<file path="config.mk">
export PLATFORM = sky130hd
export DESIGN_NAME = scariv_regread_merge
export DESIGN_NICKNAME = d
export VERILOG_FILES = /design/src/hw/scariv_port_pkg.sv /design/src/hw/scariv_reg_pkg.sv /design/src/hw/scariv_regread_merge.sv
export VERILOG_INCLUDE_DIRS = /design/src /design/src/include
export SDC_FILE = /design/constraint.sdc
export NUM_CORES = 1
export LEC_CHECK = 0
export ABC_CLOCK_PERIOD_IN_PS = 1200
export BUFFER_PORTS_ARGS = -buffer_cell sky130_fd_sc_hd__buf_2
export CORE_AREA = 10 10 148 150
export CTS_CLUSTER_SIZE = 10
export DETAILED_ROUTE_END_ITERATION = 10
export DIE_AREA = 0 0 158 160
export PLACE_DENSITY_LB_ADDON = 0.1
export SLEW_MARGIN = 20
export SYNTH_ARGS = -nofsm -noshare
export SYNTH_HDL_FRONTEND = slang
export SYNTH_SLANG_ARGS = --single-unit
</file>
<file path="constraint.sdc">
create_clock -name i_clk -period 1.2 [get_ports i_clk]
set_clock_uncertainty 0.1 [all_clocks]
set_input_delay 0.12 -clock i_clk [delete_from_list [all_inputs] [get_ports i_clk]]
set_output_delay 0.12 -clock i_clk [all_outputs]
set_load 0.05 [all_outputs]
</file>
<file path="src/include/scariv_macros.svh">
// Register side configuration
// Widths, port counts and writeback port bases shared by RTL and testbench

`ifndef SCARIV_MACROS_SVH
`define SCARIV_MACROS_SVH

// --------------------
// Data path widths
// --------------------
`define SCARIV_XLEN     32
`define SCARIV_RNID_W   6   // 64 physical registers per file

// --------------------
// Port counts
// --------------------
`define SCARIV_WR_PORTS 4
`define SCARIV_RD_PORTS 4

// --------------------
// Writeback port bases
// --------------------
`define SCARIV_ALU_WR_PORT    0
`define SCARIV_LSU_WR_PORT    1
`define SCARIV_FPU_MV_WR_PORT 2   // FPU move, may target either file
`define SCARIV_FPU_WR_PORT    3

`endif

</file>
<file path="src/hw/scariv_port_pkg.sv">
// Port group types
// One strobe bit per writeback port and per read port

`include "scariv_macros.svh"

package scariv_port_pkg;

  // Writeback valid strobes, indexed by port
  typedef logic [`SCARIV_WR_PORTS-1:0] wr_mask_t;

  // Read request valid strobes
  typedef logic [`SCARIV_RD_PORTS-1:0] rd_mask_t;

endpackage

</file>
<file path="src/hw/scariv_reg_pkg.sv">
// Register types
// Register file kind, physical register number and data word

`include "scariv_macros.svh"

package scariv_reg_pkg;

  // Which physical file a register number lives in
  typedef enum logic [0:0] {
    GPR = 1'b0,
    FPR = 1'b1
  } reg_type_t;

  // Physical register number
  typedef logic [`SCARIV_RNID_W-1:0] rnid_t;

  // One register word
  typedef logic [`SCARIV_XLEN-1:0] reg_data_t;

endpackage

</file>
<file path="src/hw/scariv_regread_merge.sv">
// Register read merge
// Delays read valid and type by one cycle to line up with the file data,
// then picks the integer or FP word per port

`include "scariv_macros.svh"

module scariv_regread_merge
  import scariv_reg_pkg::*;
  import scariv_port_pkg::*;
(
  input  logic      i_clk,
  input  logic      i_rst_n,

  // Read requests, same cycle as the file address
  input  rd_mask_t  i_rd_valid,
  input  reg_type_t i_rd_type [`SCARIV_RD_PORTS],

  // Registered data from both files
  input  reg_data_t i_int_rd_data [`SCARIV_RD_PORTS],
  input  reg_data_t i_fp_rd_data  [`SCARIV_RD_PORTS],

  output rd_mask_t  o_rd_valid,
  output reg_data_t o_rd_data [`SCARIV_RD_PORTS]
);

  rd_mask_t  r_rd_valid;
  reg_type_t r_rd_type [`SCARIV_RD_PORTS];

  // --------------------
  // Request stage
  // --------------------
  always_ff @(posedge i_clk or negedge i_rst_n) begin
    if (!i_rst_n) begin
      r_rd_valid <= '0;
      for (int p = 0; p < `SCARIV_RD_PORTS; p++) begin
        r_rd_type[p] <= GPR;
      end
    end else begin
      r_rd_valid <= i_rd_valid;
      for (int p = 0; p < `SCARIV_RD_PORTS; p++) begin
        r_rd_type[p] <= i_rd_type[p];
      end
    end
  end

  assign o_rd_valid = r_rd_valid;

  // Data is don't-care on ports that are not valid
  always_comb begin
    for (int p = 0; p < `SCARIV_RD_PORTS; p++) begin
      if (r_rd_type[p] == FPR) begin
        o_rd_data[p] = i_fp_rd_data[p];
      end else begin
        o_rd_data[p] = i_int_rd_data[p];
      end
    end
  end

endmodule

</file>
# Word-level counts from Yosys, hierarchy flattened
# Cells that the tools add are included.
[totals] regBits=8 wordCells=9 output_inout_bits=132 inputBits=266
[classes] n_mux=4
[ops] operator="$mux W32" count=4

# Depth between registers and ports, before layout
[logic_depth] word_depth=1 mapped_depth=3 mapped_depth_nobuf=1

# Worst setup path before layout
# OpenSTA, ideal clock, no wires.
[synth_timing] path_kind="reg-to-output" from="register r_rd_type[3] (netlist name)" to="output port o_rd_data[100] (netlist name)" t_required_ps=980 t_arrival_ps=1005 stages_incl_launch_ff=4 path_buffers=2 setup_slack_ps=-25 cell_sequence="dfrtp_1 > buf_6 > buf_12 > mux2_4"
[synth_lines] element="from (decl)" line_no="scariv_regread_merge.sv:27" text="reg_type_t r_rd_type [`SCARIV_RD_PORTS];"
[synth_lines] element="from (signal, indexed assignment)" line_no="scariv_regread_merge.sv:41" text="r_rd_type[p] <= i_rd_type[p];"
[synth_lines] element="to (decl)" line_no="scariv_regread_merge.sv:23" text="output reg_data_t o_rd_data [`SCARIV_RD_PORTS]"

==> impl_summary.log <==
INFO  metric wl_per_cell = about 19 um
INFO  metric post-synth-top-count-cell = sky130_fd_sc_hd__mux2_4
INFO  metric synthesis.area_per_instance = 15.6 um2
INFO  metric maximum_number_of_pins_on_one_net_before_global_route_repair = 33
INFO  metric failed_checks = negative setup slack
INFO  metric hold-worst-slack = ~0.19 ns
INFO  metric place_inst = 779
INFO  metric clock_tree.root_cell = sky130_fd_sc_hd__clkbuf_16
INFO  metric timing.critical_path.fanout_max = 5
INFO  metric syn-num-nets = approximately 420
INFO  metric ir_drop = 0.456 mV
INFO  metric die_area = roughly 25000 um2
INFO  metric finalSetupViolations = 128
INFO  metric chipHeight = about 160 um
INFO  metric tritoncts_num_sinks = 8
INFO  metric yosys.area.top_type = sky130_fd_sc_hd__mux2_4
INFO  metric synth_largest_type_area_fraction = roughly 76%
INFO  metric worst_setup_path_start_kind = flop
INFO  metric clk_transition_reported_paths = 0.04 ns
INFO  metric detail_route.iter0.violations = between 60 and 70
INFO  metric yosys_warnings = 0
INFO  metric cts_tree = done
INFO  metric post_synth_instance_area = approximately 2400 um2
INFO  metric number_of_endpoints_with_negative_hold_slack_in_the_final_report = 0
INFO  metric port_buffers = a little under 400
INFO  metric grt_first_pass_wirelength = just over 20000 um
INFO  metric total_of_flip_flops_plus_latches_after_synthesis = 8
INFO  metric detail_route.drc_violations = 0
INFO  metric critPathKind = reg2out
INFO  metric layout_worst_path_cycle_share = 136%
INFO  metric synth_edf_count = 0
INFO  metric pre_cts_slack = -0.222 ns
INFO  metric dp.final_hpwl = roughly 13000 um
INFO  metric clockBufferDepth = 2
INFO  metric ant_nets = 0
INFO  metric max_slew_margin = approximately four fifths
INFO  metric clock.fmax = about 610 MHz
INFO  metric finish.cell_count_without_fillers = around 810
INFO  metric netlist_top_cells_area = sky130_fd_sc_hd__mux2_4 (76%), sky130_fd_sc_hd__buf_12 (10%), sky130_fd_sc_hd__dfrtp_1 (8.4%)
INFO  metric total_leakage_power = about 3.3 nW
INFO  metric outcome = complete, but fails checks
INFO  metric coreArea = about 19000 um2
INFO  metric worstMarginPinSlew = around 0.32 ns
INFO  metric number_of_global_route_vias_before_repair = ~3400
INFO  metric fin_total_pwr = 0.00434 W
INFO  metric ys_async_sr_fraction = 100%
INFO  metric layout-area-overhead-vs-synth = 146%
INFO  metric drt_pass_1_iters = 4
INFO  metric globalRoute.totalOverflow = 0
INFO  metric final_util = a little under a third
INFO  metric finish.net_count = between 800 and 900
INFO  metric final_critical_path_setup_slack = -0.435 ns
INFO  metric via_cell_ratio = ~3.6
INFO  metric timing.max_cap.violations = 0
INFO  metric grt_util_all_layers = between 10% and 20%
INFO  metric routed_wl = 15100 um
INFO  metric final_layout_size_suffix_gt1_share = a little over nine tenths
INFO  metric starting_utilization_of_the_core_area = 12.5%
INFO  metric seq_area_frac_synth = between 8 and 9%
INFO  metric vias = between 2000 and 3000
INFO  metric crit_path_end_kind = primary output
INFO  metric synthCells = between 150 and 200
INFO  metric routabilityCongestion = just under 0.8
INFO  metric cp_data_required_time = just under 1 ns
INFO  metric die_x = approximately 160 um
INFO  metric rsz0062_at_grt = true
INFO  metric synthDistinctLibCells = 5
INFO  metric crit_arrival = roughly 1.4 ns
INFO  metric row_count = 51
INFO  metric grt_antenna_before_repair = 0
INFO  metric cts-buffers-inserted = 3
INFO  metric worstHoldPathType = in2async
INFO  metric final_report_max_slew_violation_count = 0
INFO  metric yosys_most_used_dff = sky130_fd_sc_hd__dfrtp_1
INFO  metric h-tree-depth = 1
INFO  metric antenna_cells = 0
INFO  metric power_dens_cells = 742 nW/um2
INFO  metric period_needed = between 1.5 and 2 ns
INFO  metric design.portCount = approximately 400
INFO  metric synth_commonest_cells = sky130_fd_sc_hd__mux2_4 (120), sky130_fd_sc_hd__buf_12 (12), sky130_fd_sc_hd__dfrtp_1 (8), sky130_fd_sc_hd__mux2_2 (8), sky130_fd_sc_hd__buf_6 (4)
-- layer usage --
metal / GRT usage (%) / up-vias / routed length, um
met5: 0 / - / 0
met4: 1.22 / 0 / 93
met3: 4.51 / 4 / 1820
met2: 21.4 / 199 / 8760
met1: 8.38 / 1327 / 4430
li1: - / 1408 / -
-- state kept, by name, summed over array words and instances, names as in the netlist --
| register | cells |
|---|---|
| o_rd_valid | 4 |
| r_rd_type | 4 |
-- cells by family after synthesis --
logic type,Yosys count,share of synthesized area [%]
muxes,128,79.6
DFF,8,8.42
buffers and inverters,16,12.0
-- layout make-up --
| cell class | count | area (um2) |
|---|---|---|
| fillers | 1975 | 13200 |
| clock buffers | 3 | 75.1 |
| well taps | 238 | 298 |
| multi-input cells | 128 | 1900 |
| repair buffers | 430 | 3370 |
| flip-flops and latches | 8 | 205 |
-- cells in the final DEF, fill, tap and decap left out --
master                            n
sky130_fd_sc_hd__buf_2          269
sky130_fd_sc_hd__buf_6          130
sky130_fd_sc_hd__mux2_4         121
sky130_fd_sc_hd__clkbuf_16        9
sky130_fd_sc_hd__dlygate4sd3_1    9
sky130_fd_sc_hd__buf_12           8
sky130_fd_sc_hd__mux2_2           7
sky130_fd_sc_hd__buf_8            5
sky130_fd_sc_hd__dfrtp_1          4
sky130_fd_sc_hd__dfrtp_2          4
sky130_fd_sc_hd__buf_16           3
-- where the power goes --
group / internal [W] / leakage (nW) / switching [W]
Combinational: 0.00161 / 3.13 / 0.00185
Clock: 0.000431 / 0.0370 / 0.000145
Sequential: 0.000286 / 0.0892 / 0.0000168
Total: 0.00232 / 3.25 / 0.00201
-- how the worst max path moves through the flow --
stage / startpoint / endpoint / depth (start not counted)
4_1_cts: r_rd_type[3] / o_rd_data[127] / 3
6_report: r_rd_type[0] / o_rd_data[20] / 4
2_1_floorplan: r_rd_type[3] / o_rd_data[100] / 3
3_5_place_dp: r_rd_type[3] / o_rd_data[127] / 3
3_3_place_gp: r_rd_type[3] / o_rd_data[127] / 3
5_1_grt: r_rd_type[3] / o_rd_data[119] / 3
-- critical path: stages, from the launching register on --
cell and delay [ns]:
sky130_fd_sc_hd__dfrtp_2 0.42, sky130_fd_sc_hd__buf_12 0.14, sky130_fd_sc_hd__buf_12 0.13, sky130_fd_sc_hd__mux2_4 0.32, sky130_fd_sc_hd__buf_8 0.16
-- what timing repair did --
action	in CTS	in global routing
hold buffers	9	0
resized for setup	235	52
setup endpoints to repair	128	128
endpoints found under the hold margin	16	0
gates cloned	4	7
setup buffers	3	2
-- metrics by stage --
stage                     instance area [um2]  setup TNS [ns]
after floorplan                          2380           -3.04
after global placement                   4520          -18.10
after CTS                                5540          -51.87
after detailed placement                 4520          -19.14
after global routing                     5840          -55.98
final                                    5840          -50.71
Power figures use the tool's default switching activity.
